**src/alu_pkg.sv**
```systemverilog
// ==========================================================
// ALU package
// widths, word and flag types, operation, size and condition
// encodings shared by the integer ALU stage
// ==========================================================
`default_nettype none

package alu_pkg;

  localparam int WORD_W  = 64;
  localparam int FLAGS_W = 6;

  // flag bit positions, order C O A S Z P from the top
  localparam int FLAG_C = 5;
  localparam int FLAG_O = 4;
  localparam int FLAG_A = 3;
  localparam int FLAG_S = 2;
  localparam int FLAG_Z = 1;
  localparam int FLAG_P = 0;

  typedef logic [WORD_W-1:0]  word_t;
  typedef logic [FLAGS_W-1:0] flags_t;

  // one bit per size, bit 0 is 8 bit up to bit 3 for 64 bit
  typedef logic [3:0] size_bits_t;

  typedef enum logic [4:0] {
    OP_ADD   = 5'd0,
    OP_SUB   = 5'd1,
    OP_CMP   = 5'd2,
    OP_AND   = 5'd3,
    OP_OR    = 5'd4,
    OP_XOR   = 5'd5,
    OP_XNOR  = 5'd6,
    OP_MOV   = 5'd7,
    OP_ZXT8  = 5'd8,
    OP_ZXT16 = 5'd9,
    OP_SXT8  = 5'd10,
    OP_SXT16 = 5'd11,
    OP_SXT32 = 5'd12,
    OP_CMOV  = 5'd13,
    OP_CSET  = 5'd14
  } alu_op_e;

  // value doubles as index into size_bits_t
  typedef enum logic [1:0] {
    SZ8  = 2'd0,
    SZ16 = 2'd1,
    SZ32 = 2'd2,
    SZ64 = 2'd3
  } op_size_e;

  typedef enum logic [3:0] {
    CC_EQ  = 4'd0,
    CC_NE  = 4'd1,
    CC_S   = 4'd2,
    CC_NS  = 4'd3,
    CC_UGT = 4'd4,
    CC_ULE = 4'd5,
    CC_UGE = 4'd6,
    CC_ULT = 4'd7,
    CC_SGT = 4'd8,
    CC_SLE = 4'd9,
    CC_SGE = 4'd10,
    CC_SLT = 4'd11,
    CC_O   = 4'd12,
    CC_NO  = 4'd13,
    CC_P   = 4'd14,
    CC_AL  = 4'd15
  } cond_e;

endpackage

`default_nettype wire

```
**src/alu_adder.sv**
```systemverilog
// ==========================================================
// ALU adder
// 64-bit add/subtract split at 8/16/32 bit boundaries, gives
// carry or borrow and signed overflow per operand size
// ==========================================================
`timescale 1ns/1ps
`default_nettype none

module alu_adder import alu_pkg::*; (
  input  alu_op_e    op,
  input  word_t      a,
  input  word_t      b,
  output word_t      sum,
  output size_bits_t carry,
  output size_bits_t ovf,
  output logic       aux_carry
);

  logic       sub;
  word_t      bb;
  logic [8:0]  seg0;
  logic [8:0]  seg1;
  logic [16:0] seg2;
  logic [32:0] seg3;
  size_bits_t raw_carry;

  assign sub = (op == OP_SUB) || (op == OP_CMP);
  assign bb  = sub ? ~b : b; // two's complement, cin below

  // chained segments so every size boundary has its own carry out
  assign seg0 = {1'b0, a[7:0]}   + {1'b0, bb[7:0]}   + {8'b0, sub};
  assign seg1 = {1'b0, a[15:8]}  + {1'b0, bb[15:8]}  + {8'b0, seg0[8]};
  assign seg2 = {1'b0, a[31:16]} + {1'b0, bb[31:16]} + {16'b0, seg1[8]};
  assign seg3 = {1'b0, a[63:32]} + {1'b0, bb[63:32]} + {32'b0, seg2[16]};

  assign sum = {seg3[31:0], seg2[15:0], seg1[7:0], seg0[7:0]};

  assign raw_carry = {seg3[32], seg2[16], seg1[8], seg0[8]};

  // borrow is the inverted carry of a + ~b + 1
  assign carry = raw_carry ^ {4{sub}};

  // carry into bit 4 recovered from the sum bit
  assign aux_carry = a[4] ^ bb[4] ^ sum[4] ^ sub;

  // same operand signs, result sign differs
  always_comb
  begin
    for (int i = 0; i < 4; i++)
    begin
      ovf[i] = (a[(8 << i) - 1] == bb[(8 << i) - 1]) &&
               (sum[(8 << i) - 1] != a[(8 << i) - 1]);
    end
  end

endmodule

`default_nettype wire

```
**src/alu_flag_stage.sv**
```systemverilog
// ==========================================================
// ALU flag stage
// result select and size merge, flag build, and the single
// output register stage of the ALU
// ==========================================================
`timescale 1ns/1ps
`default_nettype none

module alu_flag_stage import alu_pkg::*; (
  input  logic       clk,
  input  logic       rst,
  input  logic       in_valid,
  input  alu_op_e    op,
  input  op_size_e   size,
  input  word_t      a,
  input  word_t      sum,
  input  word_t      logic_result,
  input  size_bits_t carry,
  input  size_bits_t ovf,
  input  logic       aux_carry,
  input  flags_t     flags_in,
  output logic       out_valid,
  output logic       flags_we,
  output word_t      result,
  output flags_t     flags_out
);

  logic   is_arith;
  logic   is_bitwise;
  logic   is_sized;
  logic   sets_flags;
  word_t  raw;
  word_t  merged;
  word_t  flag_src;
  logic   sign_bit;
  logic   zero_bit;
  flags_t new_flags;

  assign is_arith   = (op == OP_ADD) || (op == OP_SUB) || (op == OP_CMP);
  assign is_bitwise = (op == OP_AND) || (op == OP_OR) || (op == OP_XOR) || (op == OP_XNOR);
  assign is_sized   = is_arith || is_bitwise || (op == OP_MOV) || (op == OP_CMOV);
  assign sets_flags = is_arith || is_bitwise;

  // cmp keeps a as result but takes its flags from the difference
  assign raw      = !is_arith ? logic_result : ((op == OP_CMP) ? a : sum);
  assign flag_src = is_arith ? sum : logic_result;

  always_comb
  begin
    merged = raw; // extensions and cset are always full width
    if (is_sized)
    begin
      case (size)
        SZ8:     merged = {a[WORD_W-1:8], raw[7:0]};
        SZ16:    merged = {a[WORD_W-1:16], raw[15:0]};
        SZ32:    merged = {{(WORD_W-32){1'b0}}, raw[31:0]};
        default: merged = raw;
      endcase
    end
  end

  always_comb
  begin
    case (size)
      SZ8:
      begin
        sign_bit = flag_src[7];
        zero_bit = (flag_src[7:0] == 8'b0);
      end
      SZ16:
      begin
        sign_bit = flag_src[15];
        zero_bit = (flag_src[15:0] == 16'b0);
      end
      SZ32:
      begin
        sign_bit = flag_src[31];
        zero_bit = (flag_src[31:0] == 32'b0);
      end
      default:
      begin
        sign_bit = flag_src[WORD_W-1];
        zero_bit = (flag_src == '0);
      end
    endcase
  end

  always_comb
  begin
    new_flags = '0; // C O A stay clear for bitwise ops
    if (is_arith)
    begin
      new_flags[FLAG_C] = carry[size];
      new_flags[FLAG_O] = ovf[size];
      new_flags[FLAG_A] = aux_carry;
    end
    new_flags[FLAG_S] = sign_bit;
    new_flags[FLAG_Z] = zero_bit;
    new_flags[FLAG_P] = ~^flag_src[7:0]; // even parity
  end

  always_ff @(posedge clk)
  begin
    if (rst)
    begin
      out_valid <= 1'b0;
      flags_we  <= 1'b0;
      result    <= '0;
      flags_out <= '0;
    end
    else
    begin
      out_valid <= in_valid;
      flags_we  <= in_valid && sets_flags;
      if (in_valid)
      begin
        result    <= merged;
        flags_out <= sets_flags ? new_flags : flags_in;
      end
    end
  end

endmodule

`default_nettype wire

```
**src/alu_logic_unit.sv**
```systemverilog
// ==========================================================
// ALU logic unit
// bitwise ops, moves, zero/sign extension, cmov and cset;
// full width values, size merge happens in the flag stage
// ==========================================================
`timescale 1ns/1ps
`default_nettype none

module alu_logic_unit import alu_pkg::*; (
  input  alu_op_e op,
  input  word_t   a,
  input  word_t   b,
  input  logic    taken,
  output word_t   logic_result
);

  word_t val_and;
  word_t val_or;
  word_t val_xor;

  assign val_and = a & b;
  assign val_or  = a | b;
  assign val_xor = a ^ b;

  always_comb
  begin
    case (op)
      OP_AND:
      begin
        logic_result = val_and;
      end
      OP_OR:
      begin
        logic_result = val_or;
      end
      OP_XOR:
      begin
        logic_result = val_xor;
      end
      OP_XNOR:
      begin
        logic_result = ~val_xor;
      end
      OP_MOV:
      begin
        logic_result = b; // upper bits merged from a later
      end
      // extensions take the source from b
      OP_ZXT8:
      begin
        logic_result = {{(WORD_W-8){1'b0}}, b[7:0]};
      end
      OP_ZXT16:
      begin
        logic_result = {{(WORD_W-16){1'b0}}, b[15:0]};
      end
      OP_SXT8:
      begin
        logic_result = {{(WORD_W-8){b[7]}}, b[7:0]};
      end
      OP_SXT16:
      begin
        logic_result = {{(WORD_W-16){b[15]}}, b[15:0]};
      end
      OP_SXT32:
      begin
        logic_result = {{(WORD_W-32){b[31]}}, b[31:0]};
      end
      OP_CMOV:
      begin
        logic_result = taken ? b : a;
      end
      OP_CSET:
      begin
        logic_result = {{(WORD_W-1){1'b0}}, taken};
      end
      default:
      begin
        logic_result = '0; // arithmetic goes through the adder
      end
    endcase
  end

endmodule

`default_nettype wire

```
**src/alu_top.sv**
```systemverilog
// ==========================================================
// ALU top
// single issue integer ALU, one cycle from in_valid to
// registered result and flags
// ==========================================================
`timescale 1ns/1ps
`default_nettype none

module alu_top import alu_pkg::*; (
  input  logic     clk,
  input  logic     rst,
  input  logic     in_valid,
  input  alu_op_e  op,
  input  op_size_e size,
  input  cond_e    cond,
  input  word_t    a,
  input  word_t    b,
  input  flags_t   flags_in,
  output logic     out_valid,
  output word_t    result,
  output flags_t   flags_out,
  output logic     flags_we
);

  word_t      sum;
  size_bits_t carry;
  size_bits_t ovf;
  logic       aux_carry;
  logic       taken;
  word_t      logic_result;

  alu_adder i_adder (
    .op        (op),
    .a         (a),
    .b         (b),
    .sum       (sum),
    .carry     (carry),
    .ovf       (ovf),
    .aux_carry (aux_carry)
  );

  cond_eval i_cond (
    .flags_in (flags_in),
    .cond     (cond),
    .taken    (taken)
  );

  alu_logic_unit i_logic (
    .op           (op),
    .a            (a),
    .b            (b),
    .taken        (taken),
    .logic_result (logic_result)
  );

  alu_flag_stage i_flags (
    .clk          (clk),
    .rst          (rst),
    .in_valid     (in_valid),
    .op           (op),
    .size         (size),
    .a            (a),
    .sum          (sum),
    .logic_result (logic_result),
    .carry        (carry),
    .ovf          (ovf),
    .aux_carry    (aux_carry),
    .flags_in     (flags_in),
    .out_valid    (out_valid),
    .flags_we     (flags_we),
    .result       (result),
    .flags_out    (flags_out)
  );

endmodule

`default_nettype wire

```
**src/cond_eval.sv**
```systemverilog
// ==========================================================
// condition evaluator
// maps a 4-bit condition code onto the incoming flags
// ==========================================================
`timescale 1ns/1ps
`default_nettype none

module cond_eval import alu_pkg::*; (
  input  flags_t flags_in,
  input  cond_e  cond,
  output logic   taken
);

  logic c;
  logic o;
  logic s;
  logic z;
  logic p;

  assign c = flags_in[FLAG_C];
  assign o = flags_in[FLAG_O];
  assign s = flags_in[FLAG_S];
  assign z = flags_in[FLAG_Z];
  assign p = flags_in[FLAG_P];

  always_comb
  begin
    case (cond)
      CC_EQ:  taken = z;
      CC_NE:  taken = ~z;
      CC_S:   taken = s;
      CC_NS:  taken = ~s;
      CC_UGT: taken = ~c & ~z;
      CC_ULE: taken = c | z;
      CC_UGE: taken = ~c;
      CC_ULT: taken = c;
      CC_SGT: taken = (s == o) & ~z; // signed greater
      CC_SLE: taken = (s != o) | z;
      CC_SGE: taken = (s == o);
      CC_SLT: taken = (s != o);
      CC_O:   taken = o;
      CC_NO:  taken = ~o;
      CC_P:   taken = p;
      default: taken = 1'b1; // CC_AL
    endcase
  end

endmodule

`default_nettype wire

```
**config.mk**
```make
export PLATFORM = sky130hd
export DESIGN_NAME = alu_top
export DESIGN_NICKNAME = d
export VERILOG_FILES = /design/src/alu_pkg.sv /design/src/alu_adder.sv /design/src/alu_flag_stage.sv /design/src/alu_logic_unit.sv /design/src/alu_top.sv /design/src/cond_eval.sv
export SDC_FILE = /design/constraint.sdc
export NUM_CORES = 1
export LEC_CHECK = 0
export ABC_AREA = 1
export BUFFER_PORTS_ARGS = -buffer_cell sky130_fd_sc_hd__clkbuf_2
export CAP_MARGIN = 20
export CORE_ASPECT_RATIO = 1.2
export CORE_MARGIN = 1.5
export CORE_UTILIZATION = 45
export DETAILED_ROUTE_END_ITERATION = 8
export PLACE_DENSITY = 0.65
export SLEW_MARGIN = 20
export SYNTH_ARGS = -nofsm -noshare
export SYNTH_HDL_FRONTEND = slang
export SYNTH_SLANG_ARGS = --single-unit
```
**constraint.sdc**
```tcl
create_clock -name clk -period 22.1 [get_ports clk]
set_input_delay 6.63 -clock clk [delete_from_list [all_inputs] [get_ports clk]]
set_output_delay 6.63 -clock clk [all_outputs]
set_load 0.02 [all_outputs]
```
Word level (Yosys, flattened, before mapping)

Index checks and enable logic that the tools add are counted.

Bits of input ports: 148
Latch bits: 0
Memories kept: 0
Logic and storage cells: 109
Output and inout port bits: 72
Flip-flop bits (word level): 72
RAM bits: 0
Memory bits (read-only): 0

Multipliers: 0
Bitwise gates (word level): 17
$add $sub $neg: 8
Reductions and logical operators: 22
Eq/ne operators: 40
Divide/modulo/power cells: 0
Mux-type cells: 17
Magnitude comparators: 1
Shifts and indexed selects: 0

Operators by type and width:

| operator                                             | number |
|---|---|
| case mux 64 bit (12 select lines)                    | 1 |
| two-way mux 64 bit                                   | 6 |
| case mux 64 bit (3 select lines)                     | 1 |
| NOT 64 bit                                           | 2 |
| bitwise AND 64 bit                                   | 1 |
| zero test 64 bit                                     | 1 |
| OR 64 bit                                            | 1 |
| bitwise XOR 64 bit                                   | 1 |
| equality test 5 x 4 -> 1 bit (second input constant) | 7 |
| adder 32 x 32 -> 33 bit                              | 1 |
| adder 33 x 1 -> 33 bit                               | 1 |
| zero test 32 bit                                     | 1 |
| equality test 4 bit (second input constant)          | 7 |
| equality test 5 x 3 -> 1 bit (second input constant) | 4 |
| adder 8 x 8 -> 9 bit                                 | 2 |
| adder 9 x 1 -> 9 bit                                 | 2 |
| adder 16 x 16 -> 17 bit                              | 1 |
| adder 17 x 1 -> 17 bit                               | 1 |
| equality test 4 x 3 -> 1 bit (second input constant) | 4 |
| zero test 16 bit                                     | 1 |
| case mux 1 bit (15 select lines)                     | 1 |
| equality test 5 x 2 -> 1 bit (second input constant) | 2 |
| logical OR 1 bit                                     | 9 |
| equality test 4 x 2 -> 1 bit (second input constant) | 2 |
| 23 further kinds                                     | 45 |

Logic depth before layout (Yosys ltp)

Word-level depth: 14
Mapped depth: 57
Mapped depth without buffers: 54

Cells and area by module

A second synthesis with hierarchy kept.

Cells, all modules: 3009
Area, all modules: 16600.9 sq um

Modules (own cells, without submodules):

| module         | sequential area each (sq um) | cells an instance | instances | area an instance (sq um) |
|---|---|---|---|---|
| alu_logic_unit | 0.0                          | 1413              | 1         | 7194.4 |
| alu_flag_stage | 1441.4                       | 788               | 1         | 4824.6 |
| alu_adder      | 0.0                          | 762               | 1         | 4374.2 |
| cond_eval      | 0.0                          | 46                | 1         | 207.7 |

Worst setup path before layout

Ideal clock, no wire load.

Kind: input to register
Start point: in op[2]
End point: reg i_flags.flags_out[1]
Setup slack: 7.782 ns
Cell stages on the path: 57
Setup time: 0.070 ns
Arrival time: 14.247 ns
Path buffers: 3
Required time: 22.030 ns
Cell sequence: buf_2 -> inv_2 -> nand2_4 -> nor2_4 -> nand2_1 -> clkbuf_1 -> clkbuf_1 -> xor2_1 -> ha_1 -> nand2_1 -> o21ai_0 -> a21oi_1 -> o21bai_1 -> a21o_1 -> a21oi_1 -> fa_1 -> fa_1 -> inv_1 -> [21 not listed] -> nand2_1 -> nand2_1 -> nand2_1 -> nand2_1 -> nand3_1 -> nand2_1 -> nand2_1 -> nand3_1 -> nand2_1 -> nor2_1 -> nand2_1 -> nor2_1 -> nand2_1 -> nor2_1 -> nand3_1 -> nand3_1 -> nand2_1 -> a21oi_1

Word-level cells in the longest chain between the ends: 12
Elaborated cells between the ends (all ways): 39
Classes of those cells: add/sub (8); eq/ne (14); mux (5); reduce/logical (12)

Ends and longest elaborated chain:

| what                                                                                | RTL line                              | text |
|---|---|---|
| from (decl)                                                                         | alu_top.sv:13                         | `input alu_op_e op,` |
| equality test 5 x 1 -> 1 bit / equality test 5 x 2 -> 1 bit (equally long branches) | alu_adder.sv:27, alu_flag_stage.sv:39 |  |
| logical OR 1 bit                                                                    | alu_adder.sv:27                       | `assign sub = (op == OP_SUB) \|\| (op == OP_CMP);` |
| two-way mux 64 bit                                                                  | alu_adder.sv:28                       | `assign bb = sub ? ~b : b;` |
| adder 8 x 8 -> 9 bit                                                                | alu_adder.sv:31                       | `assign seg0 = {1'b0, a[7:0]} + {1'b0, bb[7:0]} + {8'b0, sub};` |
| adder 9 x 1 -> 9 bit                                                                | alu_adder.sv:31                       |  |
| adder 9 x 1 -> 9 bit                                                                | alu_adder.sv:32                       | `assign seg1 = {1'b0, a[15:8]} + {1'b0, bb[15:8]} + {8'b0, seg0[8]};` |
| adder 17 x 1 -> 17 bit                                                              | alu_adder.sv:33                       | `assign seg2 = {1'b0, a[31:16]} + {1'b0, bb[31:16]} + {16'b0, seg1[8]};` |
| adder 33 x 1 -> 33 bit                                                              | alu_adder.sv:34                       | `assign seg3 = {1'b0, a[63:32]} + {1'b0, bb[63:32]} + {32'b0, seg2[16]};` |
| two-way mux 64 bit                                                                  | alu_flag_stage.sv:46                  | `assign flag_src = is_arith ? sum : logic_result;` |
| zero test 64 bit                                                                    | alu_flag_stage.sv:83                  | `zero_bit = (flag_src == '0);` |
| case mux 1 bit (3 select lines)                                                     | alu_flag_stage.sv:64                  | `case (size)` |
| two-way mux 6 bit (*)                                                               | alu_flag_stage.sv:118                 | `flags_out <= sets_flags ? new_flags : flags_in;` |
| to (signal assigned)                                                                | alu_flag_stage.sv:118                 |  |
| to (decl)                                                                           | alu_flag_stage.sv:25                  | `output flags_t flags_out` |

Every way passes the cells marked *; elsewhere a longest branch is shown, timed or not.
A chain may end at the register's enable or synchronous reset.

Worst setup path in the final report

Start point: in op[4]
End point: reg i_flags.flags_out[1]

The elaborated chain is that of the path after synthesis.

==> results.json <==
{
  "outcome": "completed",
  "cts.htree.levels": 3,
  "port_buffers": 219,
  "worst_slew_pin_slew_ns": 1.11,
  "dp_hpwl_um": 46900,
  "clk_latency_ns": 0.38,
  "cts_tree": "yes",
  "synth-seq-cells": 72,
  "coreArea_sq_um": 33100,
  "wl_per_cell_um": 21.3,
  "hold_viol_final": 0,
  "fillerInstances": 3576,
  "grt_pass1_vias": 17857,
  "min_to": "i_flags.result[28]",
  "final_common_cell": "nand2_1",
  "cp.required_ns": 22.41,
  "ys_top_cells_by_area": "ha_1 16%, nand2_1 15%, dfxtp_1 9.6%",
  "min_path_cells": 2,
  "p_per_area_nw_per_um2": 41.8,
  "crit_path_max_incr_delay_ns": 0.47,
  "setup_tns_ns": 0,
  "vdd_drop_max_mv": 0.0271,
  "routed_via_density": 5.99,
  "grt_pass1_wl_um": 100000,
  "setup_ws_ns": 6.43,
  "postCtsHoldBufs": 0,
  "worst-setup-path-type": "input port to register",
  "finalPower_w": 0.000695,
  "final_max_slew_viol_count": 0,
  "synth.distinct_cells": 51,
  "cp-start-kind": "input port",
  "post_cts_resized": 0,
  "async_flop_share_pct": 0,
  "rows": 73,
  "drt-total-wl_um": 65700,
  "fin_worst_skew_ns": 0,
  "yosysSeqAreaShare_pct": 9.58,
  "cts_buffer_depth": 2,
  "period_share_pct": 70.9,
  "ant_nets": 0,
  "drtPass1Iterations": 5,
  "grt.overflow.total": 0,
  "cp-end-kind": "register",
  "drc": 0,
  "path_buf_inv": 5,
  "drv_cap": 0,
  "place_ws_ns": 6.16,
  "r2r_setup_slack_ns": 21.30,
  "final_cell_mix": "591 x nand2_1, 301 x inv_1, 219 x clkbuf_2",
  "synth_ff_type": "dfxtp_1",
  "syn_inst": 2502,
  "antenna_found_initial": 4,
  "min_period_ns": 15.67,
  "die_w_um": 170,
  "die_h_um": 203,
  "area_growth_pct": 10.6,
  "yosys_warnings": 0,
  "synth_top_area_share_pct": 16.0,
  "grt_usage_pct": 37.6,
  "rsz0062_at_grt": "no",
  "grt_max_degree": 60,
  "cpMostUsedCell": "nand2_1",
  "multi_input_area_sq_um": 11900,
  "syn_nets": 2849,
  "gp_congestion": 1.02,
  "seqCellArea_sq_um": 1440,
  "r2r-end": "i_flags.result[54]",
  "synth_edf_count": 0,
  "drt-initial-drc-count": 1635,
  "syn_avg_cell_area_sq_um": 6.01,
  "min_path_type": "register to register",
  "final_nets": 2979,
  "critPathMaxFanout": 40,
  "r2r_cells": 2,
  "maxSlewHeadroom_pct": 25.7,
  "via_count": 18502,
  "leakage_nw": 8.63,
  "finalSetupViolCount": 0,
  "crit_arrival_ns": 15.98,
  "initial_utilization_pct": 45.5,
  "r2r_start": "i_flags.result[54]",
  "cp_top_family": "simple AND/OR/NAND/NOR gates",
  "path_clk_slew_ns": 0.07,
  "critPathSlowestCell": "fa_1",
  "synth_top_area_cell": "ha_1",
  "die_area_sq_um": 34500,
  "syn-cell-area_sq_um": 15000,
  "cts.sinks": 72,
  "clock.fmax_ghz": 0.0638,
  "root_buffer": "clkbuf_16",
  "cts_inserted_buffers": 9,
  "post_cts_buffers": 0,
  "pin_count": 220,
  "final_layout_size_suffix_gt1_share_pct": 12.3,
  "min_from": "i_flags.result[28]"
}
final cells by class:
cell class                      instances  area share [%]
Timing Repair Buffer                  243            7.79
Clock buffer                           13            1.44
Antenna cell                            2          0.0301
Tap cell                              450            3.39
Multi-Input combinational cell       1991            71.5
Clock inverter                          3           0.113
Inverter                              315            7.12
Sequential cell                        72            8.67
synth_stat cells (9+ instances only):
master and count:
nand2_1 592, inv_1 303, nor2_1 205, nand3_1 202, ha_1 192, a21oi_1 171, o21ai_0 171, xor2_1 90
nand4_1 81, dfxtp_1 72, clkbuf_1 71, o221ai_1 51, o211ai_1 49, a221oi_1 36, buf_2 34, nor3_1 14
nand3b_1 13, nor3_2 13, buf_4 11, o2111ai_1 11, inv_2 9
metal layers:
layer  GRT usage (%)  up-vias  part of all wire, %
met4            19.7        6                  4.9
li1                -     8756                    -
met3            4.97      195                  7.5
met5               0        -                0.065
met2            63.9      916                   47
met1            45.9     8629                   40
flip-flops by register name, summed over array words and instances (netlist names):
signal,cells
i_flags.out_valid,1
i_flags.flags_out,6
i_flags.result,64
i_flags.flags_we,1
power by group:
group	switching, W	internal (W)
Combinational	0.000270	0.000129
Clock	0.0000747	0.0000764
Sequential	0.00000563	0.000139
how the worst max path moves through the flow:
stage,from,end,slack [ns],cells after the start
after floorplan,op[2],i_flags.flags_out[1],7.78,57
after global placement,op[4],i_flags.flags_out[1],6.43,55
after detailed placement,op[4],i_flags.flags_out[1],6.16,55
after CTS,op[4],i_flags.flags_out[1],6.53,55
after global routing,op[4],i_flags.flags_out[1],5.68,55
final,op[4],i_flags.flags_out[1],6.43,55
metrics by stage:
stage | std cells | area [sq um] | util, % | hold slack (ns)
after global routing | 3088 | 16600 | 50.3 | 0.483
after detailed placement | 3071 | 16400 | 49.5 | 0.458
final | 3089 | 16600 | 50.3 | 0.466
after floorplan | 2502 | 15000 | - | 0.545
after CTS | 3087 | 16600 | 50.3 | 0.468
after global placement | 3070 | 16300 | 49.4 | 0.453
worst reg2reg max path: stages, from the launching register on:
cell and delay [ns]:
dfxtp_1 0.47, o21ai_0 0.12, nor2_1 0.15
cells by family (layout without fill, tap and decap cells):
kind of cell / Yosys count / in the layout / share of synthesized area (%)
compound gates: 528 / 528 / 21.4
mux: 5 / 5 / 0.333
other cells: 0 / 2 / 0
xor+xnor: 96 / 96 / 5.59
simple gates: 1163 / 1163 / 34.5
fa+ha+maj: 199 / 199 / 16.9
buf+inv: 439 / 574 / 11.7
flops: 72 / 72 / 9.58
Note: power is estimated with default switching activity, not from simulation.
